`config.mk`:
```
export PLATFORM = sky130hd
export DESIGN_NAME = issue_unit
export DESIGN_NICKNAME = d
export VERILOG_FILES = /design/src/source/expipe_pkg.sv /design/src/source/instr_pkg.sv /design/src/source/issue_unit.sv
export SDC_FILE = /design/constraint.sdc
export NUM_CORES = 1
export LEC_CHECK = 0
export ABC_AREA = 1
export ABC_CLOCK_PERIOD_IN_PS = 1900
export BUFFER_PORTS_ARGS = -buffer_cell sky130_fd_sc_hd__buf_2
export CAP_MARGIN = 10
export CORE_AREA = 2 2 102 104
export DETAILED_ROUTE_END_ITERATION = 8
export DIE_AREA = 0 0 104 106
export GPL_TIMING_DRIVEN = 0
export PLACE_DENSITY = 0.51
export SYNTH_ARGS = -nofsm -noshare
export SYNTH_HDL_FRONTEND = slang
export SYNTH_SLANG_ARGS = --single-unit
```
`constraint.sdc`:
```
create_clock -name vclk -period 1.9
set_input_delay 0.095 -clock vclk [all_inputs]
set_output_delay 0.095 -clock vclk [all_outputs]
set_load 0.005 [all_outputs]
```
`src/source/expipe_pkg.sv`:
```
// Pipeline sizing package
// ROB depth, ROB index type, register file geometry
// and the layout of one register status entry

`default_nettype none

package expipe_pkg;

  // --------------------
  // Reorder buffer
  // --------------------
  // Power of two so head and tail wrap without extra logic
  localparam int unsigned ROB_DEPTH = 8;
  localparam int unsigned ROB_IDX_W = $clog2(ROB_DEPTH);

  typedef logic [ROB_IDX_W-1:0] rob_idx_t;

  // --------------------
  // Registers and data
  // --------------------
  localparam int unsigned REG_NUM   = 32;
  localparam int unsigned REG_IDX_W = $clog2(REG_NUM);
  localparam int unsigned DATA_W    = 32;

  // In-flight writers of one register count up to ROB_DEPTH
  typedef logic [$clog2(ROB_DEPTH+1)-1:0] busy_cnt_t;

  // Status slot kept for every architectural register
  typedef struct packed {
    busy_cnt_t busy_cnt;
    rob_idx_t  rob_idx;
  } regstat_entry_t;

endpackage

`default_nettype wire

```
`src/source/instr_pkg.sv`:
```
// Instruction encoding package
// Operation codes and the 32-bit instruction word,
// whose payload is read either as two sources or as an immediate

`default_nettype none

package instr_pkg;

  typedef enum logic [1:0] {
    OP_ADD = 2'b00,
    OP_SUB = 2'b01,
    OP_XOR = 2'b10,
    OP_LI  = 2'b11
  } op_e;

  // Payload decoded by op
  // Register form for ADD/SUB/XOR, immediate form for LI
  typedef union packed {
    struct packed {
      logic [expipe_pkg::REG_IDX_W-1:0] rs1;
      logic [expipe_pkg::REG_IDX_W-1:0] rs2;
      logic [14:0]                      unused;
    } r;
    logic signed [24:0] imm;
  } payload_u;

  typedef struct packed {
    op_e                              op;
    logic [expipe_pkg::REG_IDX_W-1:0] rd;
    payload_u                         payload;
  } instr_t;

endpackage

`default_nettype wire

```
`src/source/issue_unit.sv`:
```
// Issue unit
// Decodes the instruction, picks each source from the register file
// or a done ROB entry, stalls on pending sources or a full ROB

`timescale 1ns/1ps
`default_nettype none

module issue_unit (
  // Instruction port
  input  logic                             instr_valid_i,
  input  instr_pkg::instr_t                instr_i,
  output logic                             instr_ready_o,
  // Register status lookup
  output logic [expipe_pkg::REG_IDX_W-1:0] rs1_idx_o,
  output logic [expipe_pkg::REG_IDX_W-1:0] rs2_idx_o,
  input  logic                             rs1_busy_i,
  input  expipe_pkg::rob_idx_t             rs1_rob_idx_i,
  input  logic                             rs2_busy_i,
  input  expipe_pkg::rob_idx_t             rs2_rob_idx_i,
  // Register file data
  input  logic [expipe_pkg::DATA_W-1:0]    rf_rs1_data_i,
  input  logic [expipe_pkg::DATA_W-1:0]    rf_rs2_data_i,
  // ROB source reads
  output expipe_pkg::rob_idx_t             rob_rd1_idx_o,
  input  logic                             rob_rd1_done_i,
  input  logic [expipe_pkg::DATA_W-1:0]    rob_rd1_data_i,
  output expipe_pkg::rob_idx_t             rob_rd2_idx_o,
  input  logic                             rob_rd2_done_i,
  input  logic [expipe_pkg::DATA_W-1:0]    rob_rd2_data_i,
  input  logic                             rob_full_i,
  // Dispatch to ROB and exec pipe
  output logic                             disp_valid_o,
  output instr_pkg::op_e                   disp_op_o,
  output logic [expipe_pkg::REG_IDX_W-1:0] disp_rd_o,
  output logic [expipe_pkg::DATA_W-1:0]    disp_a_o,
  output logic [expipe_pkg::DATA_W-1:0]    disp_b_o
);

  import expipe_pkg::*;
  import instr_pkg::*;

  logic              is_li;
  logic              src1_ok;
  logic              src2_ok;
  logic              srcs_ok;
  logic [DATA_W-1:0] src1_val;
  logic [DATA_W-1:0] src2_val;
  logic [DATA_W-1:0] imm_ext;

  // --------------------
  // Decode and lookup
  // --------------------
  assign is_li     = (instr_i.op == OP_LI);
  assign rs1_idx_o = instr_i.payload.r.rs1;
  assign rs2_idx_o = instr_i.payload.r.rs2;

  // Youngest writer's entry is the forwarding source
  assign rob_rd1_idx_o = rs1_rob_idx_i;
  assign rob_rd2_idx_o = rs2_rob_idx_i;

  // Source ready with no writer in the ROB or with its writer done
  assign src1_ok = !rs1_busy_i || rob_rd1_done_i;
  assign src2_ok = !rs2_busy_i || rob_rd2_done_i;
  assign srcs_ok = is_li || (src1_ok && src2_ok);

  assign src1_val = rs1_busy_i ? rob_rd1_data_i : rf_rs1_data_i;
  assign src2_val = rs2_busy_i ? rob_rd2_data_i : rf_rs2_data_i;

  // Signed cast widens with the sign bit
  assign imm_ext = DATA_W'(instr_i.payload.imm);

  // --------------------
  // Handshake and dispatch
  // --------------------
  // Ready never looks at valid
  assign instr_ready_o = !rob_full_i && srcs_ok;
  assign disp_valid_o  = instr_valid_i && instr_ready_o;
  assign disp_op_o     = instr_i.op;
  assign disp_rd_o     = instr_i.rd;
  assign disp_a_o      = src1_val;
  assign disp_b_o      = is_li ? imm_ext : src2_val;

endmodule

`default_nettype wire

```
# Word-level counts from Yosys, hierarchy flattened
# Index checks and enable logic that the tools add are counted.
# Widths: inputs -> output; s select.
# word_totals
reg_bits,0
inputBits,172
out_inout_bits,89
elab_cells,13
# op_classes
n_eq_ne,1
n_mux,3
n_reduce_logical,9
# ops
cell,n
$mux 32,3
$logic_and 1x1->1,3
$logic_not 1->1,3
$logic_or 1x1->1,3
$eq 2x2->1 const B,1

# Depth between registers and ports, before layout
# logic_depth
depth_word,6
mapped_depth,6
depth_no_buf,6

# Worst setup path after synthesis
# OpenSTA, ideal clock, no wires.
# synth_timing
path_kind,input -> output
startpoint,input rs1_busy_i
endpoint,output disp_a_o[10] (netlist bit)
arrival_time_ns,0.733
required_ns,1.805
path_slack_ns,1.072
stages,3
path_buffers,2
path_cell_list,buf_2 > buf_6 > mux2_4
# synth_via
elab_chain_cells,1
# synth_rtl
element,line,rtl
from (decl),issue_unit.sv:16,"input logic rs1_busy_i,"
$mux 32,issue_unit.sv:66,assign src1_val = rs1_busy_i ? rob_rd1_data_i : rf_rs1_data_i;
to (decl),issue_unit.sv:35,"output logic [expipe_pkg::DATA_W-1:0] disp_a_o,"
# Every way passes these cells.

# Final worst setup path
# layout_timing
startpoint,input instr_i[30] (netlist bit)
endpoint,output disp_b_o[14] (netlist bit)
# layout_via
elab_chain_cells,2
# layout_rtl
element,line,rtl
from (decl),issue_unit.sv:11,"input instr_pkg::instr_t instr_i,"
$eq 2x2->1,issue_unit.sv:53,assign is_li = (instr_i.op == OP_LI);
$mux 32,issue_unit.sv:81,assign disp_b_o = is_li ? imm_ext : src2_val;
to (decl),issue_unit.sv:36,output logic [expipe_pkg::DATA_W-1:0] disp_b_o
# Every way passes these cells.

==> impl_metrics.py <==
metrics = {
    "status": {
        "status": "finished, final reports clean",
    },
    "setup_path": {
        "crit_path_start_kind": "input port",
        "startpoint": "instr_i[30]",
        "cp-end-kind": "output port",
        "crit_fanout": 10,
        "worst-setup-path-type": "in2out",
        "required_ns": 1.80,
        "cp.arrival_ns": 1.17,
        "critPathCapture": "disp_b_o[14]",
    },
    "timing": {
        "slew_violations": 0,
        "worst_pin_slew_ns": 0.546,
        "tns_ns": 0,
        "fmax_mhz": 790,
        "setup_violations": 0,
        "min_period_over_period": 0.666,
        "relSlewSlack": 0.636,
        "fin_crit_ns": 1.27,
        "rsz0062_at_grt": "no",
        "hold_viol": 0,
    },
    "detailed_routing": {
        "vias": 2333,
        "drt_iter0_markers": 57,
        "drc": 0,
        "antenna_left": 0,
        "wl_per_cell_um": 13.3,
        "firstDrtPassIters": 4,
        "via_per_inst": 3.95,
        "wl_mm": 7.84,
    },
    "cells_and_area": {
        "multi_input_area_um2": 1100,
        "numSequentialCells": 0,
        "syn2layout_area_growth_pct": 99.5,
        "fillCellCount": 1147,
        "drive_above_1_share": 0.722,
        "final_cells": 590,
        "clockBufferCount": 0,
        "n_antenna_cell": 0,
        "nets": 628,
        "ff_latch_area_um2": 0,
    },
    "grt": {
        "grt_max_degree": 11,
        "first_global_vias": 2248,
        "grt_use_total": 0.126,
        "antenna_found_initial": 0,
        "grt_pass1_wl_mm": 11.3,
        "gr-total-overflow": 0,
    },
    "floorplan": {
        "start_util": 0.142,
        "die_x_um": 104,
        "core-area_um2": 10000,
        "rows": 37,
        "io_pins": 261,
        "die_area_um2": 11000,
        "dieHeight_um": 106,
    },
    "power": {
        "powerDensity_nw_per_um2": 232,
        "irDropWorstVdd_v": 0.0000770,
        "p_leak_nw": 1.74,
    },
    "synth": {
        "syn_nets": 377,
        "synth-warning-count": 0,
        "synth_top_family_by_area": "multiplexers",
        "synth-adder-area-share": 0,
        "netlist_area_um2": 1420,
        "syn_area_per_cell_um2": 6.95,
        "synth_xor_area_frac": 0,
        "synth_compound_area_frac": 0.169,
        "synthMuxAreaShare": 0.332,
        "synth-simple-area-share": 0.272,
        "ys_types": 18,
        "seq_area_frac_synth": 0,
        "synthCells": 205,
    },
    "placement": {
        "numPortBuffers": 249,
        "place_inst": 590,
        "dpl.hpwl_mm": 7.19,
        "gp_congestion": 0.801,
    },
    "clocking": {
        "cts_setup_buffers": 0,
        "ctsHoldBuffers": 0,
        "cts_resized": 0,
    },
    "hold_path": {
        "hp-class": "in2out",
    },
    "flow_run": {
        "maxCapViolations": 0,
    },
}
==> Yosys cell counts, types with 2 or more instances <==
master	count	area share
buf_4	25	0.13
o211ai_1	2	0.011
nand2_1	60	0.16
a31oi_1	24	0.11
buf_6	7	0.055
mux2_4	30	0.32
nand2_2	2	0.0088
o211ai_2	6	0.053
buf_2	6	0.021
inv_1	4	0.011
nor2_1	25	0.066
mux2_1	2	0.016
or2_1	7	0.031
==> critical path, cell delays in order <==
cell	delay, ns
buf_2	0.12
nand2_2	0.09
clkbuf_1	0.44
nor2_1	0.13
a31oi_1	0.16
buf_2	0.13
==> logic make-up after synthesis <==
logic type / after synthesis
AO/OA/AOI/OAI: 32
buffers and inverters: 45
multiplexers: 32
AND/OR/NAND/NOR: 96
==> worst min-delay path by stage <==
stage                                start               end  depth (start not counted)  slack, ns
after floorplan              instr_valid_i      disp_valid_o                          2       0.26
after global placement         instr_i[27]      disp_rd_o[2]                          2       0.36
after detailed placement  rs1_rob_idx_i[2]  rob_rd1_idx_o[2]                          2       0.36
after CTS                 rs1_rob_idx_i[2]  rob_rd1_idx_o[2]                          2       0.36
after global routing      rs2_rob_idx_i[0]  rob_rd2_idx_o[0]                          2       0.36
final                     rs1_rob_idx_i[2]  rob_rd1_idx_o[2]                          2       0.36
==> area by class of cell <==
class	count	share of cell area
Timing Repair Buffer	249	0.439
Buffer	39	0.106
Inverter	6	0.00837
Multi-Input combinational cell	160	0.387
Tap cell	136	0.0599
==> where the power goes <==
| group | internal (mW) | total (mW) | switching [mW] |
|---|---|---|---|
| Combinational | 0.389 | 0.658 | 0.269 |
| Sequential | 0 | 0 | 0 |
| Clock | 0 | 0 | 0 |
==> placed cells by master (no fill, tap or decap), drive strengths merged <==
cell type	instances
buf	287
nand2	62
mux2	32
nor2	25
a31oi	24
or2	8
o211ai	8
inv	5
nand3	1
clkbuf	1
clkinv	1
==> routing by layer <==
metal	wire length, um	track usage	vias to the layer above	share of wire
li1	-	-	1166	-
met1	2800	0.129	1018	0.36
met2	4360	0.276	149	0.56
met3	673	0.0227	0	0.086
met4	0	0	0	0
met5	0	0	-	0
==> per-stage QoR <==
stage | total power [mW] | setup WS, ns | hold WS [ns] | utilization | instance area [um^2]
floorplan | 0.308 | 1.07 | 0.261 | - | 1420
global placement | 0.663 | 0.601 | 0.358 | 0.284 | 2840
detailed placement | 0.668 | 0.607 | 0.357 | 0.284 | 2840
CTS | 0.670 | 0.600 | 0.357 | 0.284 | 2840
global route | 0.723 | 0.525 | 0.359 | 0.284 | 2840
finish | 0.658 | 0.634 | 0.356 | 0.284 | 2840
(Power assumes the default switching activity.)
