File: config.mk
export PLATFORM = sky130hd
export DESIGN_NAME = exec_pipe
export DESIGN_NICKNAME = d
export VERILOG_FILES = /design/src/source/expipe_pkg.sv /design/src/source/instr_pkg.sv /design/src/source/exec_pipe.sv
export SDC_FILE = /design/constraint.sdc
export NUM_CORES = 1
export LEC_CHECK = 0
export ABC_AREA = 0
export BUFFER_PORTS_ARGS = -buffer_cell sky130_fd_sc_hd__buf_2
export CORE_UTILIZATION = 48
export CTS_BUF_LIST = sky130_fd_sc_hd__clkbuf_16
export DETAILED_ROUTE_END_ITERATION = 10
export PLACE_DENSITY = 0.71
export SLEW_MARGIN = 0
export SYNTH_ARGS = -nofsm -noshare
export SYNTH_HDL_FRONTEND = slang
export SYNTH_SLANG_ARGS = --single-unit
File: constraint.sdc
create_clock -name clk_i -period 1.3 [get_ports clk_i]
set_input_delay 0.26 -clock clk_i [delete_from_list [all_inputs] [get_ports clk_i]]
set_output_delay 0.26 -clock clk_i [all_outputs]
set_load 0.02 [all_outputs]
File: src/source/expipe_pkg.sv
// Pipeline sizing package
// ROB depth, ROB index type, register file geometry
// and the layout of one register status entry

`default_nettype none

package expipe_pkg;

  // --------------------
  // Reorder buffer
  // --------------------
  // Power of two so head and tail wrap without extra logic
  localparam int unsigned ROB_DEPTH = 8;
  localparam int unsigned ROB_IDX_W = $clog2(ROB_DEPTH);

  typedef logic [ROB_IDX_W-1:0] rob_idx_t;

  // --------------------
  // Registers and data
  // --------------------
  localparam int unsigned REG_NUM   = 32;
  localparam int unsigned REG_IDX_W = $clog2(REG_NUM);
  localparam int unsigned DATA_W    = 32;

  // In-flight writers of one register count up to ROB_DEPTH
  typedef logic [$clog2(ROB_DEPTH+1)-1:0] busy_cnt_t;

  // Status slot kept for every architectural register
  typedef struct packed {
    busy_cnt_t busy_cnt;
    rob_idx_t  rob_idx;
  } regstat_entry_t;

endpackage

`default_nettype wire

File: src/source/instr_pkg.sv
// Instruction encoding package
// Operation codes and the 32-bit instruction word,
// whose payload is read either as two sources or as an immediate

`default_nettype none

package instr_pkg;

  typedef enum logic [1:0] {
    OP_ADD = 2'b00,
    OP_SUB = 2'b01,
    OP_XOR = 2'b10,
    OP_LI  = 2'b11
  } op_e;

  // Payload decoded by op
  // Register form for ADD/SUB/XOR, immediate form for LI
  typedef union packed {
    struct packed {
      logic [expipe_pkg::REG_IDX_W-1:0] rs1;
      logic [expipe_pkg::REG_IDX_W-1:0] rs2;
      logic [14:0]                      unused;
    } r;
    logic signed [24:0] imm;
  } payload_u;

  typedef struct packed {
    op_e                              op;
    logic [expipe_pkg::REG_IDX_W-1:0] rd;
    payload_u                         payload;
  } instr_t;

endpackage

`default_nettype wire

File: src/source/exec_pipe.sv
// Execution pipe
// ALU for ADD, SUB, XOR and LI in the first stage,
// then EXEC_LAT register stages carrying valid, ROB tag and result

`timescale 1ns/1ps
`default_nettype none

module exec_pipe #(
  parameter int unsigned EXEC_LAT = 3
) (
  input  logic                          clk_i,
  input  logic                          rst_n_i,
  input  logic                          in_valid_i,
  input  instr_pkg::op_e                in_op_i,
  input  logic [expipe_pkg::DATA_W-1:0] in_a_i,
  input  logic [expipe_pkg::DATA_W-1:0] in_b_i,
  input  expipe_pkg::rob_idx_t          in_rob_idx_i,
  output logic                          out_valid_o,
  output expipe_pkg::rob_idx_t          out_rob_idx_o,
  output logic [expipe_pkg::DATA_W-1:0] out_data_o
);

  import expipe_pkg::*;
  import instr_pkg::*;

  logic [DATA_W-1:0]   alu_res;
  logic [EXEC_LAT-1:0] vld_q;
  rob_idx_t            tag_q [EXEC_LAT];
  logic [DATA_W-1:0]   res_q [EXEC_LAT];

  // --------------------
  // ALU
  // --------------------
  // Add and sub wrap around, LI takes the prepared immediate
  always_comb begin
    case (in_op_i)
      OP_ADD:  alu_res = in_a_i + in_b_i;
      OP_SUB:  alu_res = in_a_i - in_b_i;
      OP_XOR:  alu_res = in_a_i ^ in_b_i;
      default: alu_res = in_b_i;
    endcase
  end

  // --------------------
  // Stage registers
  // --------------------
  always_ff @(posedge clk_i or negedge rst_n_i) begin
    if (!rst_n_i) begin
      vld_q <= '0;
    end else begin
      vld_q[0] <= in_valid_i;
      for (int i = 1; i < EXEC_LAT; i++) begin
        vld_q[i] <= vld_q[i-1];
      end
    end
  end

  // Tag and result shift alongside valid
  always_ff @(posedge clk_i) begin
    tag_q[0] <= in_rob_idx_i;
    res_q[0] <= alu_res;
    for (int i = 1; i < EXEC_LAT; i++) begin
      tag_q[i] <= tag_q[i-1];
      res_q[i] <= res_q[i-1];
    end
  end

  // Last stage is the writeback
  assign out_valid_o   = vld_q[EXEC_LAT-1];
  assign out_rob_idx_o = tag_q[EXEC_LAT-1];
  assign out_data_o    = res_q[EXEC_LAT-1];

endmodule

`default_nettype wire

Yosys cells after proc, flatten, opt, wreduce, memory -nomap -nowiden
Memory sizes are Yosys's and may differ from the RTL's.
Cells that the tools add are included.
Word-level totals
  register bits after elaboration: 3
  RAM bits: 105
  output and inout bits: 36
  memories kept: 2
  input bits: 72
  logic and storage cells: 10
Cells by class
  bitwise logic cells: 1
  reduce and logical (&&, ||, !) cells: 1
  add/sub/neg operators: 2
  equality and inequality tests: 2
  multiplexer cells: 1
Memory list
  res_q: depth 3, width 32, read ports 3, clocked after memory_dff 0, write ports 3, RTL line exec_pipe.sv:29  | logic [DATA_W-1:0] res_q [EXEC_LAT];
  tag_q: depth 3, width 3, read ports 3, clocked after memory_dff 0, write ports 3, RTL line exec_pipe.sv:28  | rob_idx_t tag_q [EXEC_LAT];
Operator list (count)
  32-bit case mux with 3 select lines: 1
  32-bit adder: 1
  32-bit subtractor: 1
  32-bit bitwise XOR: 1
  2-bit by 1-bit == test with 1-bit output, second input constant: 1
  2-bit == test, second input constant: 1
  2-bit zero test: 1

Longest topological paths before layout
Gate-level depths: netlist of the first run.
  depth in word-level cells: 2
  depth in mapped cells: 19
  depth with buffers taken out: 19

Least setup slack after synthesis of the first run
Ideal clock, no wire load.
  path type: input port to flip-flop
  start point: in in_b_i[4] (netlist bit)
  end point: mem res_q[0][31]
  path buffers: 0
  cell stages on the path: 16
  arrival time: 4582 ps
  slack: -3407 ps
  required time: 1175 ps
  setup time: 125 ps
  cell sequence: or4_4 > or4_4 > or4_4 > or3_4 > or4_4 > nor4_4 > a21oi_1 > xnor2_1 > ha_1 > a21o_1 > a211o_1 > a21o_1 > or3_1 > o221ai_1 > o311ai_1 > xnor2_1
RTL lines
  from (decl): RTL line exec_pipe.sv:16  | input logic [expipe_pkg::DATA_W-1:0] in_b_i,
  to (decl): RTL line exec_pipe.sv:29

==> metrics.md, run 1 <==
| Metric | Value |
|---|---|
| Critical path's slowest cell | or4_4 |
| Commonest non-fill, non-tap cell in the layout | buf_4 |
| Net Sw Power | 3549 µW |
| Worst hold path endpoint | tag_q[0][1] |
| Global-route wire length before repair | 25920 µm |
| Kind of end point of the critical path | flip-flop |
| Switch share | 32.06% |
| Final Setup Violations | 30 |
| Total Routing Usage GR | 26.54% |
| Clk pwr share | 24.3% |
| Vias in the first global route | 5515 |
| Status | complete, but fails checks |
| TritonCTS Buffers | 9 |
| Post-synth top area cell | dfxtp_1 |
| Register area share after synthesis | 38.24% |
| Largest net degree at the start of global routing | 29 |
| Synthesized flop and latch total | 108 |
| Worst vdd rail ir drop | 0.001144 V |
| Arrival @ worst endpoint | 4.93 ns |
| R2r endpoint | vld_q[1] |
| Antenna Cells | 0 |
| Routability cong. | 0.9396 |
| DRT Pass-1 Iters | 7 |
| Synth area leaders | dfxtp_1 (37%), xnor2_1 (8.8%), ha_1 (7.0%) |
| DP HPWL | 11790 µm |
| Area of the multi-input gates | 0.003836 mm² |
| Pwr/cell area | 1256 mW/mm² |
| Fmax | 216.3 MHz |
| WP buf/inv | 7 |
| Max Slew Vio Count | 0 |
| Ys async rst share | 2.778% |
| Most used cell, CP | buf_6 |
| PortBufs | 107 |
| Final Non-Filler Cells | 1044 |
| Worst-Margin Slew | 0.3931 ns |
| Vert. Die Dim | 110.9 µm |
| Mean post-synth cell area | 8.994 µm² |
| Rows | 39 |
| Pint | 7521 µW |
| Crit path cell chain | buf_6 > or4_4 > or4_4 > or4_4 > or3_4 > buf_4 > buf_6 > buf_6 > buf_6 > buf_6 > buf_6 > o31ai_4 > xor2_1 > ha_1 > a21o_1 > a21o_1 > a21o_1 > a21o_1 > nand3_1 > o311ai_2 > mux2_2 > nand2_1 |
| Post-synth EDFFs | 0 |
| DIE AREA | 0.01230 mm² |
| Grt total ovfl | 0 |
| TritonCTS clock tree | built |
| Post-synthesis net count | 738 |
| Failing checks | negative setup slack |
| Filler instances | 748 |
| Max-Cap Viols | 0 |
| Pleak | 0.004076 µW |
| Clk sinks | 108 |
| Clk_lat worst skew | 0.35 ns |
| Hold Path Origin | in_rob_idx_i[1] |
| Avg Vias per Cell | 5.335 |
| Fin nets | 1001 |
| Power Total | 11070 µW |
| Top FF cell, synth | dfxtp_1 |
| Die Span X | 110.9 µm |
| Period utilization | 355.7% |
| Crit-path leading delay family | simple AND/OR/NAND/NOR gates |
| # DRC | 0 |
| WL per Instance | 16.81 µm |
| Gate power share | 38.7% |
| Final hold viol count | 0 |
| Clock skew | 0.005743 ns |
| Worst setup margin | -3.324 ns |
| Yosys top cell area share | 36.92% |
| Share of layout cells above drive strength 1 | 48.50% |
| RSZ-0062 raised after global routing | yes |
| RR Startpoint | vld_q[0] |
| Worst rel slew slack | 73.73% |
| Reg area | 0.002177 mm² |
| DP Cell Count | 987 |
| Core area | 0.01147 mm² |
| Worst Setup Start Kind | primary input |
| Worst path depth | 22 |
| CTS root buffer | clkbuf_16 |
| Via count | 5570 |
| Worst EP required | 1.60 ns |
| Number of distinct library cells after synthesis | 61 |
| Delay of the slowest critical-path stage | 0.54 ns |
| Initial antenna violation count | 0 |
| Area growth, synth to finish | 54.81% |
| TNS Setup | -64.19 ns |
| Commonest cells after routing, fill and taps aside | buf_4 (162), dfxtp_1 (105), buf_2 (101), xnor2_1 (51), buf_6 (41) |
| Worst Reg2Reg Path Length in Cells | 0 |
| Io pins | 108 |
| Sequential power share | 37.0% |
| Initial core utilization | 49.65% |
| Cells after Synth | 633 |
| Drt first-iter violations | 324 |
| Crit Path Category | in -> reg |
| Antenna-violating nets left | 0 |
| Number of synthesis warnings | 0 |
| CTS Buffer Depth | 2 |
| Worst reg-to-reg setup slack | 0.82 ns |
| Clock transition at path regs | 0.07 ns |
| Min cycle time layout | 4.624 ns |
| Crit path max fanout | 2 |
| Cell Area, Synth | 0.005693 mm² |
| Final WL | 17550 µm |
| H-tree level count | 3 |
| Number of stages on the worst hold path | 1 |
| Min-delay worst type | in -> reg |
==> worst max-delay path by stage <==
| stage | from | to |
|---|---|---|
| 2_1_floorplan | in_b_i[4] | res_q[0][31] |
| 3_3_place_gp | in_b_i[4] | res_q[0][31] |
| 3_5_place_dp | in_b_i[4] | res_q[0][31] |
| 4_1_cts | in_b_i[4] | res_q[0][31] |
| 5_1_grt | in_b_i[4] | res_q[0][27] |
| 6_report | in_b_i[4] | res_q[0][29] |
==> Yosys cell counts (2+ instances only) <==
cell,instances
o221ai_1,3
nand2b_1,33
and2_1,2
a21boi_0,3
and3_1,3
buf_4,35
nand2_1,51
mux2i_1,4
dfrtp_1,3
a21o_1,23
o41ai_1,3
o21a_1,3
a211oi_1,4
o31ai_1,8
inv_1,13
and4_1,3
a41oi_1,2
mux2_2,2
nor4b_1,2
o21ai_0,32
o211ai_1,2
xor2_1,25
or4_1,2
dfxtp_1,105
or3_1,2
or4_4,4
nor3_1,11
a221oi_1,2
a21oi_1,48
o21bai_1,2
nor4_1,4
nor2b_1,10
nor2_1,35
ha_1,32
xnor2_1,57
a31oi_1,6
clkbuf_1,21
nand3_1,10
==> timing repair <==
item                                    4_1_cts  5_1_grt
endpoints found under the setup margin       30       30
endpoints found under the hold margin         4        1
hold buffers                                  2        1
buffers inserted                             21       19
pin swaps                                    64       61
gates resized for setup                     127       56
==> layer usage <==
| metal | global-route usage (%) | wire [µm] |
|---|---|---|
| met5 | 0 | 0 |
| met4 | 10.49 | 607 |
| met3 | 6.069 | 967 |
| met2 | 47.00 | 8832 |
| met1 | 30.84 | 7147 |
==> power by group through the flow <==
stage,registers (µW),logic (µW),clock network [µW]
6_report,4090,4280,2690
5_1_grt,4150,4550,2910
4_1_cts,4100,3870,2750
3_5_place_dp,4170,3350,0
3_3_place_gp,4140,3280,0
2_1_floorplan,4120,2260,0
==> sequential cells by signal, indices dropped and copies added, names as in the netlist <==
name	flops
tag_q	9
vld_q	3
res_q	96
==> cell type report <==
class,instances,area share [%]
flip-flops and latches,108,24.70
multi-input cells,453,43.53
clock inverters,7,0.7666
clock buffers,9,2.555
inverters,14,0.7382
well taps,143,2.030
repair buffers,310,25.68
==> through the flow <==
stage                     utilization, %  instance area, µm²  hold WS (ns)  setup WS (ns)
after floorplan                        -                5933      -0.03559         -3.407
final                              76.86                8813       0.01035         -3.324
after CTS                          73.74                8456     0.0007686         -3.207
after detailed placement           64.82                7433       0.05593         -3.603
after global placement             64.82                7433       0.05197         -3.529
after global routing               76.86                8813      0.001646         -3.512
==> logic make-up (layout without fill, tap and decap cells) <==
family                     count (synthesis)  count (layout)  synth area share, %
AOI/OAI and AO/OA                        153             153                16.97
muxes                                      6               6                1.099
xor gates and xnor gates                  82              82                12.62
adders and majority gates                 33              33                7.385
and+or+nand+nor                          179             179                16.62
DFF                                      108             108                38.24
buffers and inverters                     72             340                7.077
Note: power is estimated with default switching activity, not from simulation.
==> inputs of run 2 (changes only) <==
--- a/config.mk
+++ b/config.mk
@@ -7,10 +7,11 @@
 export LEC_CHECK = 0
 export ABC_AREA = 0
 export BUFFER_PORTS_ARGS = -buffer_cell sky130_fd_sc_hd__buf_2
-export CORE_UTILIZATION = 48
+export CORE_UTILIZATION = 50
 export CTS_BUF_LIST = sky130_fd_sc_hd__clkbuf_16
 export DETAILED_ROUTE_END_ITERATION = 10
-export PLACE_DENSITY = 0.71
+export PLACE_DENSITY = 0.73
+export REMOVE_ABC_BUFFERS = 1
 export SLEW_MARGIN = 0
 export SYNTH_ARGS = -nofsm -noshare
 export SYNTH_HDL_FRONTEND = slang
==> run 2 against run 1 <==
The run still ends with negative setup slack left. Total power down 0.16%. Combinational power up 1%. Wire length down 1.5%. Die area down 3.9%. Via count down 0.47%. Worst hold slack better by 0.090 ns. Clock power down 2%. Maximum frequency about the same. Non-clock buffer count down 1. Critical path depth down 5.
==> metrics.md, run 2 (synthesized netlist as in run 1, its figures left out) <==
| Metric | Value |
|---|---|
| Commonest cells after routing, fill and taps aside | buf_4 (164), dfxtp_1 (105), buf_2 (101), xnor2_1 (50), nand2_1 (38) |
| DRT Pass-1 Iters | 4 (-3) |
| Largest net degree at the start of global routing | 38 (+31%) |
| Clock skew | 0.005710 ns (-0.00003231 ns) |
| Place WS | -3.616 ns (-0.01288 ns) |
| # DRC | 0 (unchanged) |
| Largest register by flop count | res_q |
| Antenna-violating nets left | 0 (unchanged) |
| Worst vdd rail ir drop | 0.001347 V (+18%) |
| CTS root buffer | clkbuf_16 |
| Commonest non-fill, non-tap cell in the layout | buf_4 |
| Total Routing Usage GR | 29.65% (+3.1 points) |
| Grt total ovfl | 0 (unchanged) |
| Via count | 5544 (-0.47%) |
| PortBufs | 107 (unchanged) |
| Failing checks | negative setup slack |
| Core area | 0.01098 mm² (-4.2%) |
| Min-delay worst type | in -> reg |
| Initial core utilization | 51.83% (+2.2 points) |
| DIE AREA | 0.01182 mm² (-3.9%) |
| Final Setup Violations | 30 (unchanged) |
| Max reg flops | 96 (unchanged) |
| Arrival @ worst endpoint | 4.86 ns (-0.07 ns) |
| Worst rel slew slack | 66.82% (-6.9 points) |
| Share of layout cells above drive strength 1 | 49.22% (+0.72 points) |
| Worst EP required | 1.54 ns (-0.06 ns) |
| Clk sinks | 108 (unchanged) |
| Min cycle time layout | 4.624 ns (-0.0003000 ns) |
| Fin nets | 1000 (-0.10%) |
| Antenna Cells | 0 (unchanged) |
| TritonCTS Buffers | 9 (unchanged) |
| Filler instances | 690 (-7.8%) |
| Fmax | 216.3 MHz (about the same) |
| Crit path max fanout | 3 (+1) |
| RSZ-0062 raised after global routing | yes |
| Io pins | 108 (unchanged) |
| GR Util met2 | 52.89% (+5.9 points) |
| Final Non-Filler Cells | 1040 (-0.38%) |
| Crit Path Category | in -> reg |
| Largest regs | res_q: 96 flops, tag_q: 9 flops, vld_q: 3 flops |
| Final WL | 17290 µm (-1.5%) |
| Drt first-iter violations | 283 (-13%) |
| Clock transition at path regs | 0.07 ns (about the same) |
| Worst setup margin | -3.324 ns (+0.0003000 ns) |
| Global Route met1 Usage | 33.35% (+2.5 points) |
| TritonCTS clock tree | built |
| Avg Vias per Cell | 5.331 (about the same) |
| Vert. Die Dim | 108.7 µm (-2.0%) |
| Rows | 38 (-2.6%) |
| WL per Instance | 16.62 µm (-1.2%) |
| Initial antenna violation count | 0 (unchanged) |
| Area growth, synth to finish | 54.55% |
| Max Slew Vio Count | 0 (unchanged) |
| Worst Setup Start Kind | primary input |
| Kind of end point of the critical path | flip-flop |
| Vias in the first global route | 5571 (+1.0%) |
| DP Cell Count | 989 (+0.20%) |
| Status | complete, but fails checks |
| Clk_lat worst skew | 0.36 ns (about the same) |
| Die Span X | 108.7 µm (-2.0%) |
| Most used routing layer | met2 |
| Routability cong. | 0.9332 (-0.68%) |
| WHS | 0.1002 ns (+0.08982 ns) |
| DP HPWL | 12030 µm (+2.0%) |
| Period utilization | 355.7% (about the same) |
| Max-Cap Viols | 0 (unchanged) |
| Worst-Margin Slew | 0.4976 ns (+0.1045 ns) |
| Global-route wire length before repair | 26610 µm (+2.7%) |
| Final hold viol count | 0 (unchanged) |
| Power Total | 11050 µW (-0.16%) |
| H-tree level count | 3 (unchanged) |
| Pwr/cell area | 1256 mW/mm² (about the same) |
| Worst reg-to-reg setup slack | 0.82 ns (about the same) |
| Met3 GRT Util | 5.738% (-0.33 points) |
| CTS Buffer Depth | 2 (unchanged) |
| Pleak | 0.004096 µW (+0.50%) |
## run 2: area by class of cell
type                       count  area (µm²)  area share (%)
timing repair buffer         309        2242           25.48
clock buffer                   9       225.2           2.560
inverter                      14       65.06          0.7395
sequential                   108        2177           24.74
clock inverter                 7       63.81          0.7253
multi-input combinational    453        3850           43.76
tap                          140       175.2           1.991
## run 2: what timing repair did
item                                    CTS  global route
endpoints found under the setup margin   31            30
pin swaps                                72            53
hold buffers                              3             2
resized for setup                       166            59
endpoints found under the hold margin     5             2
setup buffers                            17            16
## run 2: per-layer routing
layer | routed length, µm | vias to the layer above | share of wire, %
met5 | 0 | - | 0
met2 | 8893 | 162 | 51
met3 | 899 | 56 | 5.2
li1 | - | 2683 | -
met1 | 6768 | 2643 | 39
met4 | 723 | 0 | 4.2
## run 2: critical path, stage by stage
cell and delay, ns:
buf_6 0.09, or4_4 0.54, or4_4 0.44, or4_4 0.51, or3_4 0.39, or4_4 0.45, nor4_4 0.22, a21oi_2 0.10
xnor2_1 0.14, ha_1 0.31, a21o_1 0.16, a211o_1 0.33, a21o_1 0.18, or3_1 0.36, o221ai_2 0.09, o311ai_2 0.15
xnor2_1 0.14
## run 2: worst paths after layout
check,depth (start not counted),end,start
setup / recovery,17,res_q[0][31],in_b_i[4]
hold / removal,2,res_q[0][31],in_b_i[31]
setup reg to reg,0,vld_q[1],vld_q[0]
hold reg to reg,0,res_q[0][63],res_q[0][31]
max in group asynchronous,2,vld_q[1],rst_n_i
min in group asynchronous,2,vld_q[2],rst_n_i
## run 2: stage by stage
step | instance area, µm² | TNS, ns | utilization, %
after detailed placement | 7307 | -74.28 | 66.53
after global placement | 7307 | -73.23 | 66.53
after CTS | 8383 | -60.74 | 76.33
after floorplan | 5343 | -60.30 | -
final | 8798 | -63.96 | 80.11
after global routing | 8798 | -67.45 | 80.11
## run 2: power breakdown
| part | internal (µW) | total [µW] | switching [µW] | leakage (µW) |
|---|---|---|---|---|
| clock network | 1350 | 2640 | 1290 | 0.000144 |
| registers | 3950 | 4090 | 142 | 0.000921 |
| logic | 2130 | 4330 | 2200 | 0.00303 |
| total | 7420 | 11100 | 3630 | 0.00410 |
