[src/source/expipe_pkg.sv]
// Pipeline sizing package
// ROB depth, ROB index type, register file geometry
// and the layout of one register status entry

`default_nettype none

package expipe_pkg;

  // --------------------
  // Reorder buffer
  // --------------------
  // Power of two so head and tail wrap without extra logic
  localparam int unsigned ROB_DEPTH = 8;
  localparam int unsigned ROB_IDX_W = $clog2(ROB_DEPTH);

  typedef logic [ROB_IDX_W-1:0] rob_idx_t;

  // --------------------
  // Registers and data
  // --------------------
  localparam int unsigned REG_NUM   = 32;
  localparam int unsigned REG_IDX_W = $clog2(REG_NUM);
  localparam int unsigned DATA_W    = 32;

  // In-flight writers of one register count up to ROB_DEPTH
  typedef logic [$clog2(ROB_DEPTH+1)-1:0] busy_cnt_t;

  // Status slot kept for every architectural register
  typedef struct packed {
    busy_cnt_t busy_cnt;
    rob_idx_t  rob_idx;
  } regstat_entry_t;

endpackage

`default_nettype wire

[src/source/reorder_buffer.sv]
// Reorder buffer
// Circular entry store with tail allocation, writeback by tag,
// two source read ports and in-order commit from the head

`timescale 1ns/1ps
`default_nettype none

module reorder_buffer (
  input  logic                             clk_i,
  input  logic                             rst_n_i,
  // Allocation from issue
  input  logic                             alloc_valid_i,
  input  logic [expipe_pkg::REG_IDX_W-1:0] alloc_rd_i,
  output expipe_pkg::rob_idx_t             alloc_idx_o,
  output logic                             full_o,
  // Writeback from the exec pipe
  input  logic                             wb_valid_i,
  input  expipe_pkg::rob_idx_t             wb_rob_idx_i,
  input  logic [expipe_pkg::DATA_W-1:0]    wb_data_i,
  // Source read ports
  input  expipe_pkg::rob_idx_t             rd1_idx_i,
  output logic                             rd1_done_o,
  output logic [expipe_pkg::DATA_W-1:0]    rd1_data_o,
  input  expipe_pkg::rob_idx_t             rd2_idx_i,
  output logic                             rd2_done_o,
  output logic [expipe_pkg::DATA_W-1:0]    rd2_data_o,
  // Commit stream, always accepted
  output logic                             commit_valid_o,
  output logic [expipe_pkg::REG_IDX_W-1:0] commit_rd_o,
  output logic [expipe_pkg::DATA_W-1:0]    commit_data_o
);

  import expipe_pkg::*;

  localparam int unsigned CNT_W = ROB_IDX_W + 1;

  // Entry payload
  logic [REG_IDX_W-1:0] rd_q   [ROB_DEPTH];
  logic [DATA_W-1:0]    data_q [ROB_DEPTH];

  // Entry state and pointers
  logic [ROB_DEPTH-1:0] valid_q;
  logic [ROB_DEPTH-1:0] done_q;
  rob_idx_t             head_q;
  rob_idx_t             tail_q;
  logic [CNT_W-1:0]     cnt_q;

  // --------------------
  // Control state
  // --------------------
  always_ff @(posedge clk_i or negedge rst_n_i) begin
    if (!rst_n_i) begin
      valid_q <= '0;
      done_q  <= '0;
      head_q  <= '0;
      tail_q  <= '0;
      cnt_q   <= '0;
    end else begin
      // New entry waits for its result
      if (alloc_valid_i) begin
        valid_q[tail_q] <= 1'b1;
        done_q[tail_q]  <= 1'b0;
        tail_q          <= tail_q + 1'b1;
      end
      if (wb_valid_i) begin
        done_q[wb_rob_idx_i] <= 1'b1;
      end
      // Head leaves as soon as it is done
      if (commit_valid_o) begin
        valid_q[head_q] <= 1'b0;
        head_q          <= head_q + 1'b1;
      end
      case ({alloc_valid_i, commit_valid_o})
        2'b10:   cnt_q <= cnt_q + 1'b1;
        2'b01:   cnt_q <= cnt_q - 1'b1;
        default: cnt_q <= cnt_q;
      endcase
    end
  end

  // --------------------
  // Payload
  // --------------------
  always_ff @(posedge clk_i) begin
    if (alloc_valid_i) begin
      rd_q[tail_q] <= alloc_rd_i;
    end
    if (wb_valid_i) begin
      data_q[wb_rob_idx_i] <= wb_data_i;
    end
  end

  assign alloc_idx_o = tail_q;
  assign full_o      = (cnt_q == CNT_W'(ROB_DEPTH));

  // Source forwarding reads
  assign rd1_done_o = done_q[rd1_idx_i];
  assign rd1_data_o = data_q[rd1_idx_i];
  assign rd2_done_o = done_q[rd2_idx_i];
  assign rd2_data_o = data_q[rd2_idx_i];

  // Commit
  assign commit_valid_o = valid_q[head_q] & done_q[head_q];
  assign commit_rd_o    = rd_q[head_q];
  assign commit_data_o  = data_q[head_q];

  // Issue must have seen full and held off
  a_no_alloc_full: assert property (@(posedge clk_i) disable iff (!rst_n_i)
    alloc_valid_i |-> !full_o);

  // Exec pipe tags only point at live, pending entries
  a_wb_live_entry: assert property (@(posedge clk_i) disable iff (!rst_n_i)
    wb_valid_i |-> valid_q[wb_rob_idx_i] && !done_q[wb_rob_idx_i]);

endmodule

`default_nettype wire

[config.mk]
export PLATFORM = sky130hd
export DESIGN_NAME = reorder_buffer
export DESIGN_NICKNAME = d
export VERILOG_FILES = /design/src/source/expipe_pkg.sv /design/src/source/reorder_buffer.sv
export SDC_FILE = /design/constraint.sdc
export NUM_CORES = 1
export LEC_CHECK = 0
export BUFFER_PORTS_ARGS = -buffer_cell sky130_fd_sc_hd__buf_4
export CAP_MARGIN = 20
export CORE_UTILIZATION = 55
export CTS_CLUSTER_SIZE = 28
export DETAILED_ROUTE_END_ITERATION = 8
export PLACE_DENSITY = 0.75
export SLEW_MARGIN = 20
export SYNTH_ARGS = -nofsm -noshare
export SYNTH_HDL_FRONTEND = slang
export SYNTH_SLANG_ARGS = --single-unit
[constraint.sdc]
create_clock -name clk_i -period 3.4 [get_ports clk_i]
set_clock_uncertainty 0.05 [all_clocks]
set_input_delay 0.34 -clock clk_i [delete_from_list [all_inputs] [get_ports clk_i]]
set_output_delay 0.34 -clock clk_i [all_outputs]
set_load 0.03 [all_outputs]
Word-level counts from Yosys, hierarchy flattened. Memories as Yosys holds them, arrays and structs flattened. Cells that the tools add are included.

Memories kept: 2. Input bits: 50. Register bits after elaboration: 26. Word-level logic and storage cells: 56. Output and inout bits: 108. Memory bits (writable): 296.

Memories: data_q (words 8, width 32, read ports 3, clocked after Yosys merged registers in 0, write ports 1, line reorder_buffer.sv:39) `logic [DATA_W-1:0] data_q [ROB_DEPTH];`; rd_q (words 8, width 5, read ports 1, clocked after Yosys merged registers in 0, write ports 1, line reorder_buffer.sv:38) `logic [REG_IDX_W-1:0] rd_q [ROB_DEPTH];`.

Equality and inequality tests: 3. Bitwise logic cells: 7. Reductions and logical operators: 4. Magnitude comparators: 8. $add $sub $neg: 4. Multiplexer cells: 23.

Operators by type and width (number): 8-bit 2-to-1 mux (4); 3-bit by 4-bit < comparator with 1-bit output, second input constant (5); 8-bit bitwise AND (2); 8-bit NOT (2); 8-bit OR (2); 1-bit binary-select mux with 3-bit select (4); 1-bit 2-to-1 mux (11); 1-bit demux with 3-bit select (3); 3-bit by 1-bit >= comparator with 1-bit output, second input constant (3); 4-bit case mux with 2 select lines (1); 3-bit by 1-bit adder with 3-bit output, second input constant (2); 4-bit by 1-bit adder with 4-bit output, second input constant (1); 4-bit equality test, second input constant (1); 4-bit by 1-bit subtractor with 4-bit output, second input constant (1); 1-bit logical AND (3); 2-bit by 1-bit equality test with 1-bit output, second input constant (1); 2-bit equality test, second input constant (1); 2-bit nonzero test (1); 1-bit bitwise AND (1).

Depth between registers and ports, before layout. Gate-level depths: netlist (run 1).

Depth after elaboration: 9. Gate-level depth with buffers: 11. Mapped depth without buffers: 10.

Least setup slack after synthesis (run 1). OpenSTA, ideal clock, no wires.

Path kind: input -> register. Start point: in wb_rob_idx_i[0]. End point: mem data_q[0][0] (enable). Data required time: 2.887 ns. Library setup time: 0.463 ns. Slack: 0.101 ns. Stages: 2. Path buffers: 0. Arrival: 2.786 ns. Path through: nand2b_1 nor3_1.

RTL lines: start: declaration (line reorder_buffer.sv:18) `input expipe_pkg::rob_idx_t wb_rob_idx_i,`; end: declaration (line reorder_buffer.sv:39).

Straight into the memory's write port.

Final worst setup path (run 1).
Start point: reg head_q[0]. End point: out commit_data_o[20] (netlist bit).

Word-level cells in the longest chain between the ends: 1.

Ends and longest elaborated chain: start: declaration (line reorder_buffer.sv:44) `rob_idx_t head_q;`; start signal: assignment (line reorder_buffer.sv:71) `head_q <= head_q + 1'b1;`; memory 8 x 32 bit; end: declaration (line reorder_buffer.sv:30) `output logic [expipe_pkg::DATA_W-1:0] commit_data_o`.

Every way passes these cells.

==> impl_metrics.ini, run 1 <==
[logic_synthesis]
synthesis.instances = 813
ys_warn_count = 0
synth_async_sr_flop_share_pct = 8.07
syn_nets = 868
synth_ff_type = edfxtp_1
synthDistinctLibCells = 42
avgSynthCellArea_sq_um = 20.3
synth_top_area_share_pct = 54.0
synthTopCellsByArea = edfxtp_1 54%, mux4_2 28%, mux2_2 7.2%
netlist.top_cell.by_area = edfxtp_1
ys_ff_latch = 322
synth_area_sq_mm = 0.0165
synth_edf_count = 296
yosysSeqAreaShare_pct = 57.9

[global_route]
grt_max_degree = 77
grt_pass1_wl_um = 58500
antenna_found_initial = 1
grt_pass1_vias = 9766
grt_usage_pct = 25.8
grt.overflow.total = 0

[clocking]
cts_tree = built
clkTransAtPathRegs_ns = 0.06
clock_latency_ns = 0.51
numCtsBuffers = 34
cts.path.max_buffers = 3
cts_sinks = 322
cts_root_buf = clkbuf_16
h-tree-depth = 2

[setup_path]
cp_common_cell = buf_4
worstPathRequired_ns = 3.01
setup.worst_path.end_class = output port
startpoint_type = flop
path_cells = buf_4 > mux4_2 > mux2_2 > buf_4
cpMaxStageDelayCell = dfrtp_4
worstPathMaxFanout = 35
crit_type = flop to output port
cp.arrival_ns = 2.84
reg2reg_slack_ns = 0.59
slowest_delay_ns = 0.80

[drt]
routed_wl_um = 38100
drt-initial-drc-count = 1098
vias = 9212
first_pass_iters = 5
drt-wirelength-per-cell_um = 27.7
ant_nets = 0
drc = 0
viasPerCell = 6.69

[floorplanning]
start_util_pct = 56.6
die_area_sq_mm = 0.0306
die_y_um = 175
core-area_sq_mm = 0.0291
boundaryPins = 158
num_rows = 62
die_x_um = 175

[power]
irDropWorstVdd_v = 0.000622
p_leak_uw = 0.00652
clockPowerShare_pct = 29.8
pwr-share-seq_pct = 37.1
internal_power_uw = 9440
combPwrFrac_pct = 33.1
power_per_cell_area_mw_per_mm2 = 709
netSwitchingFraction_pct = 31.3
p_sw_uw = 4290

[place]
dpl_cell_area_sq_mm = 0.0181
routabilityCongestion = 0.779
numPortBuffers = 157
dp_hpwl_um = 22500

[cells_and_area]
fin_area_sq_mm = 0.0194
drive_above_1_share_pct = 56.3
final-seq-area_sq_mm = 0.00955
multi_input_area_sq_mm = 0.00658
n_fill_cell = 1923
area_growth_pct = 17.6
nNetsFinal = 1022

[timing]
report.final.slew_viol_count = 0
rsz0062_at_grt = false
max_slew_margin_pct = 29.0
finalCriticalPeriod_ns = 3.23
tns_ns = 0
fmax_mhz = 310
min_period_over_period_pct = 95.0
tightest_slew_ns = 1.06
setup_viol = 0
hold_violations = 0

[job]
drv_cap = 0

[run_status]
status = finished, final reports clean

[hold_path]
worstHoldPathType = input pin to flop
-- metal layers --
layer  up-vias  global-route usage (%)  wire [um]
li1       3846                       -          -
met1      4894                    34.8      15100
met2       403                    43.4      19400
met3        69                    5.03       2770
met4         0                    6.78        787
met5         -                       0          0
-- cell type report --
type | instances | area share [%]
multi-input combinational | 421 | 34.0
timing repair buffer | 180 | 7.70
sequential | 322 | 49.3
antenna | 1 | 0.0129
clock buffer | 38 | 4.63
tap | 384 | 2.48
inverter | 8 | 0.155
clock inverter | 23 | 1.80
-- worst max-delay path: cells and delay by family (launching register included) --
family,cells,cell delay [ns]
buffers and inverters,2,0.66
flip-flops,1,0.80
multiplexers,2,0.85
-- Yosys cell counts, types with 3 or more instances --
library cell	count
a21o_1	4
a21oi_1	6
buf_1	3
buf_2	16
buf_6	16
clkbuf_1	26
dfrtp_1	26
edfxtp_1	296
ha_1	5
inv_1	7
mux2_2	105
mux4_2	206
nand2_1	11
nand2b_1	6
nand3_1	5
nand4_1	4
nand4b_1	4
nor2_1	14
nor2b_1	6
nor3_1	4
o21ai_0	7
o21ai_1	5
xor2_1	6
-- sequential cells by signal, indices dropped and copies added (netlist names) --
name         flops
rd_q            40
valid_q          8
cnt_q            4
head_q           3
data_q         256
done_q           8
alloc_idx_o      3
-- repair_timing --
| action | in CTS | in global routing |
|---|---|---|
| endpoints found under the hold margin | 26 | 0 |
| buffers inserted | 0 | 0 |
| hold buffers | 1 | 0 |
| resized for setup | 0 | 0 |
-- final timing paths --
kind / from / to / depth (start not counted)
max in group asynchronous: rst_n_i / head_q[2] / 2
worst min-delay path: wb_data_i[31] / data_q[0][31] / 1
min in group asynchronous: rst_n_i / cnt_q[1] / 2
worst min register to register: cnt_q[3] / cnt_q[3] / 1
worst max-delay path: head_q[0] / commit_data_o[20] / 4
worst max register to register: head_q[0] / cnt_q[2] / 10
-- power by group through the flow --
| stage | combinational (uW) | sequential (uW) | clock, uW |
|---|---|---|---|
| finish | 4540 | 5100 | 4100 |
| global route | 4800 | 5140 | 4300 |
| CTS | 4580 | 5090 | 4150 |
| detailed placement | 4550 | 5160 | 0 |
| global placement | 4510 | 5150 | 0 |
| floorplan | 3410 | 4980 | 0 |
-- metrics by stage --
step | total power (uW) | hold WS, ns | std cells | setup slack, ns | util (%)
after global routing | 14200 | 0.00822 | 1376 | 0.0221 | 66.6
final | 13700 | 0.0156 | 1377 | 0.171 | 66.6
after detailed placement | 9720 | 0.224 | 1314 | 0.619 | 62.3
after CTS | 13800 | 0.000860 | 1376 | 0.136 | 66.6
after floorplan | 8390 | -0.00559 | 813 | 0.101 | -
after global placement | 9660 | 0.221 | 1314 | 0.697 | 62.3
-- cells in the final DEF (no fill, tap or decap), types with 6 or more instances in the layout --
cell type  synthesis  layout
a21oi_1            6       6
buf_12             0      11
buf_4              1     168
bufinv_16          0       9
clkbuf_16          0      35
clkinv_2           0       6
dfrtp_1           26      24
edfxtp_1         296     296
inv_1              7       7
mux2_2           105     105
mux4_2           206     206
nand2_1           11      11
nand2b_1           6       6
nor2_1            14       8
nor2_4             0       6
nor2b_1            6       6
o21ai_0            7       7
xor2_1             6       6
-- logic make-up (layout without fill, tap and decap cells) --
logic type / after synthesis / after routing / synth area share [%]
AO/OA/AOI/OAI: 33 / 33 / 1.31
XOR/XNOR: 8 / 8 / 0.425
adder cells (fa/ha/maj): 5 / 5 / 0.380
buffers and inverters: 70 / 249 / 2.47
flip-flops: 322 / 322 / 57.9
multiplexers: 311 / 311 / 35.3
other: 0 / 1 / 0
AND/OR/NAND/NOR: 64 / 64 / 2.15
(Power assumes the default switching activity.)
==> run 2: changes to the inputs <==
Settings changed: BUFFER_PORTS_ARGS -buffer_cell sky130_fd_sc_hd__buf_4 to -buffer_cell sky130_fd_sc_hd__buf_2, SETUP_SLACK_MARGIN from default to 0.05.
==> impl_metrics.ini, run 2 (synthesis results as in run 1) <==
[drt]
ant_nets = 0
routed_wl_um = 38600
vias = 9271
first_pass_iters = 7
drt-wirelength-per-cell_um = 27.8
viasPerCell = 6.68
drt-initial-drc-count = 962
drc = 0

[power]
p_leak_uw = 0.00638
power_per_cell_area_mw_per_mm2 = 694
irDropWorstVdd_v = 0.000608
p_total_uw = 13200

[clocking]
cts_tree = built
cts_sinks = 322
ctsResizeCount = 0
cts_root_buf = clkbuf_16
numCtsBuffers = 35
h-tree-depth = 2
clkTransAtPathRegs_ns = 0.06
cts.path.max_buffers = 3
clock_latency_ns = 0.50

[setup_path]
reg2reg_slack_ns = 0.61
cp-endpoint = commit_data_o[9]
worstPathMaxFanout = 35
slowest_delay_ns = 0.79
startpoint = head_q[0]
r2r-start = head_q[0]
setup.worst_path.end_class = output port
worst-path-buf-inv = 2
ff2ff_path_depth = 10
path_cells = buf_12 > mux4_2 > mux2_2 > buf_2
r2r-end = cnt_q[2]
worstPathRequired_ns = 3.01
cp_top_family = multiplexers
cpMaxStageDelayCell = dfrtp_4
crit_cells = 4
cp.arrival_ns = 2.66
startpoint_type = flop
crit_type = flop to output port

[cells_and_area]
top_regs = data_q x256, rd_q x40
final_cell_mix = 296 x edfxtp_1, 206 x mux4_2, 155 x buf_2
multi_input_area_sq_mm = 0.00658
fin_area_sq_mm = 0.0189
drive_above_1_share_pct = 55.6
nNetsFinal = 1032
largest_register = data_q
layout_commonest_cell = edfxtp_1
n_fill_cell = 1964
area_growth_pct = 15.0
largest_reg_flops = 256
final-seq-area_sq_mm = 0.00955
fin_util_pct = 65.1

[job]
drv_cap = 0

[timing]
rsz0062_at_grt = false
setup_viol = 0
finalCriticalPeriod_ns = 3.05
tightest_slew_ns = 1.07
min_period_over_period_pct = 89.7
tns_ns = 0
report.final.slew_viol_count = 0
fmax_mhz = 328
max_slew_margin_pct = 27.8
hold_violations = 0

[run_status]
status = finished, final reports clean

[floorplanning]
core-area_sq_mm = 0.0291
die_x_um = 175
num_rows = 62
die_area_sq_mm = 0.0306
boundaryPins = 158
die_y_um = 175
start_util_pct = 56.6

[global_route]
grt_usage_pct = 26.0
grt_max_degree = 47
grt.overflow.total = 0
grt_pass1_wl_um = 58900
grt_pass1_vias = 9726
antenna_found_initial = 4

[hold_path]
worstHoldPathType = input pin to flop

[place]
dp_hpwl_um = 23500
routabilityCongestion = 0.820
dpl_cell_area_sq_mm = 0.0178
numPortBuffers = 157
-- run 2: stage by stage --
| stage | cells | hold slack [ns] | setup slack (ns) |
|---|---|---|---|
| finish | 1388 | 0.0390 | 0.349 |
| global route | 1387 | 0.0425 | 0.219 |
| CTS | 1385 | 0.0180 | 0.295 |
| detailed placement | 1323 | 0.325 | 0.655 |
| global placement | 1323 | 0.322 | 0.684 |
| floorplan | 813 | -0.00559 | 0.101 |
-- run 2: worst min path at each step --
| stage | from | endpoint | cells past startpoint |
|---|---|---|---|
| 2_1_floorplan | rst_n_i | alloc_idx_o[0] | 0 |
| 5_1_grt | wb_data_i[1] | data_q[0][1] | 1 |
| 3_3_place_gp | rst_n_i | cnt_q[1] | 1 |
| 6_report | wb_data_i[4] | data_q[0][4] | 1 |
| 4_1_cts | wb_data_i[4] | data_q[0][4] | 1 |
| 3_5_place_dp | rst_n_i | cnt_q[0] | 1 |
-- run 2: cell type report --
| cell class | instances | area share, % |
|---|---|---|
| diodes | 3 | 0.0396 |
| clock buffers | 49 | 5.13 |
| clock inverters | 12 | 0.819 |
| inverters | 8 | 0.159 |
| multi-input cells | 421 | 34.7 |
| flip-flops and latches | 322 | 50.4 |
| well taps | 384 | 2.54 |
| repair buffers | 189 | 6.18 |
-- run 2: metal layers --
metal | GRT usage (%) | up-vias | share of wire, %
met2 | 42.7 | 427 | 51
met1 | 36.9 | 4921 | 40
li1 | - | 3868 | -
met4 | 6.70 | 2 | 1.7
met3 | 4.07 | 53 | 7.7
met5 | 0 | - | 0.026
-- run 2: where the power goes --
group	leakage, uW	internal, uW	switching [uW]
Combinational	0.00285	1940	2350
Clock	0.000549	2290	1460
Sequential	0.00299	4680	435
Total	0.00638	8910	4240
-- run 2: repair_timing --
| item | in CTS | in global routing |
|---|---|---|
| setup buffers | 0 | 0 |
| hold buffers | 1 | 0 |
| hold endpoints to repair | 26 | 0 |
==> run 3: changes to the inputs <==
Clock period 3.4 ns to 3.13 ns, I/O delays scaled along.
==> impl_metrics.ini, run 3 (synthesis results as in run 1) <==
[drt]
ant_nets = 0
drt-wirelength-per-cell_um = 26.8
first_pass_iters = 5
viasPerCell = 6.55
vias = 9023
routed_wl_um = 36900
drt-initial-drc-count = 839
drc = 0

[cells_and_area]
top_regs = data_q x256, rd_q x40
largest_reg_flops = 256
stdcell_count = 1378
nNetsFinal = 1024
largest_register = data_q
final_cell_mix = 296 x edfxtp_1, 206 x mux4_2, 155 x buf_2
drive_above_1_share_pct = 55.4
layout_commonest_cell = edfxtp_1
area_growth_pct = 14.5

[setup_path]
reg2reg_slack_ns = 0.53
startpoint_type = flop
worstPathRequired_ns = 2.77
worstPathMaxFanout = 41
path_cells = buf_12 > mux4_2 > mux2_2 > buf_2
cp.arrival_ns = 2.55
slowest_delay_ns = 0.60
cpMaxStageDelayCell = dfrtp_4
cp_top_family = multiplexers
setup.worst_path.end_class = output port
crit_type = flop to output port
r2r-start = head_q[0]
worst-path-buf-inv = 2
ff2ff_path_depth = 10
r2r-end = cnt_q[2]
startpoint = head_q[0]

[clocking]
cts_tree = built
clock_latency_ns = 0.51
numCtsBuffers = 34
clkTransAtPathRegs_ns = 0.06
h-tree-depth = 2
postCtsSetupBuffers = 0
cts_sinks = 322
cts.path.max_buffers = 3
cts_root_buf = clkbuf_16

[global_route]
antenna_found_initial = 4
grt_usage_pct = 25.2
grt.overflow.total = 0
grt_pass1_wl_um = 57200
grt_pass1_vias = 9638
grt_max_degree = 77

[power]
p_leak_uw = 0.00633
p_total_uw = 14100
power_per_cell_area_mw_per_mm2 = 747
irDropWorstVdd_v = 0.000693

[run_status]
status = finished, final reports clean

[hold_path]
holdPathEnd = data_q[4][4]
whs_path_depth = 1
worstHoldPathType = input pin to flop
worst_hold_startpoint = wb_data_i[4]

[timing]
max_slew_margin_pct = 50.4
tightest_slew_ns = 0.744
rsz0062_at_grt = false
min_period_over_period_pct = 93.0
report.final.slew_viol_count = 0
setup_viol = 0
finalCriticalPeriod_ns = 2.91
tns_ns = 0
fmax_mhz = 343
hold_violations = 0

[floorplanning]
die_x_um = 175
boundaryPins = 158
die_area_sq_mm = 0.0306
start_util_pct = 56.6
num_rows = 62
die_y_um = 175
core-area_sq_mm = 0.0291

[job]
drv_cap = 0

[place]
numPortBuffers = 157
routabilityCongestion = 0.815
dp_cells = 1316
dp_hpwl_um = 21000
[run 3: changes by cell type in the layout (fill, tap and decap cells not counted), sizes merged]
cell      delta
buf          -7
diode        -2
clkinv       -1
bufinv       -2
clkbuf       +1
clkinvlp     +1
[run 3: final cells by class]
type	instances	area, sq um
inverters	8	30.0
repair buffers	182	1120
clock buffers	50	985
fillers	1981	10200
diodes	1	2.50
flip-flops and latches	322	9550
clock inverters	10	98.8
well taps	384	480
multi-input cells	421	6590
[run 3: timing repair]
item,4_1_cts,5_1_grt
setup endpoints to repair,0,10
resized for setup,0,1
hold endpoints to repair,26,0
hold buffers,1,0
[run 3: layer usage]
| metal | vias up | global-route usage (%) | share of wire, % |
|---|---|---|---|
| met5 | - | 0 | 0.10 |
| met4 | 6 | 6.30 | 1.7 |
| met2 | 369 | 40.6 | 50 |
| met3 | 53 | 5.29 | 7.9 |
| li1 | 3838 | - | - |
| met1 | 4757 | 35.5 | 41 |
[run 3: through the flow]
stage | util [%] | setup WS (ns) | hold WS (ns) | instance area [sq um]
floorplan | - | 0.524 | -0.0326 | 16500
global placement | 61.0 | 0.616 | 0.299 | 17800
detailed placement | 61.0 | 0.550 | 0.308 | 17800
CTS | 64.8 | 0.0966 | 0.000544 | 18900
global route | 64.8 | 0.0956 | 0.0190 | 18900
finish | 64.8 | 0.218 | 0.0211 | 18900
[run 3: how the worst max path moves through the flow]
| stage | endpoint | slack (ns) | depth (start not counted) |
|---|---|---|---|
| after detailed placement | cnt_q[2] | 0.55 | 10 |
| after global routing | commit_data_o[19] | 0.1 | 4 |
| after floorplan | cnt_q[2] | 0.52 | 11 |
| after global placement | cnt_q[2] | 0.62 | 10 |
| final | commit_data_o[19] | 0.22 | 4 |
| after CTS | commit_data_o[2] | 0.1 | 4 |
[run 3: power breakdown]
part           switching (uW)  leakage [uW]  internal, uW
Sequential                398       0.00299          5080
Clock                    1560      0.000526          2340
Combinational            2610       0.00282          2100
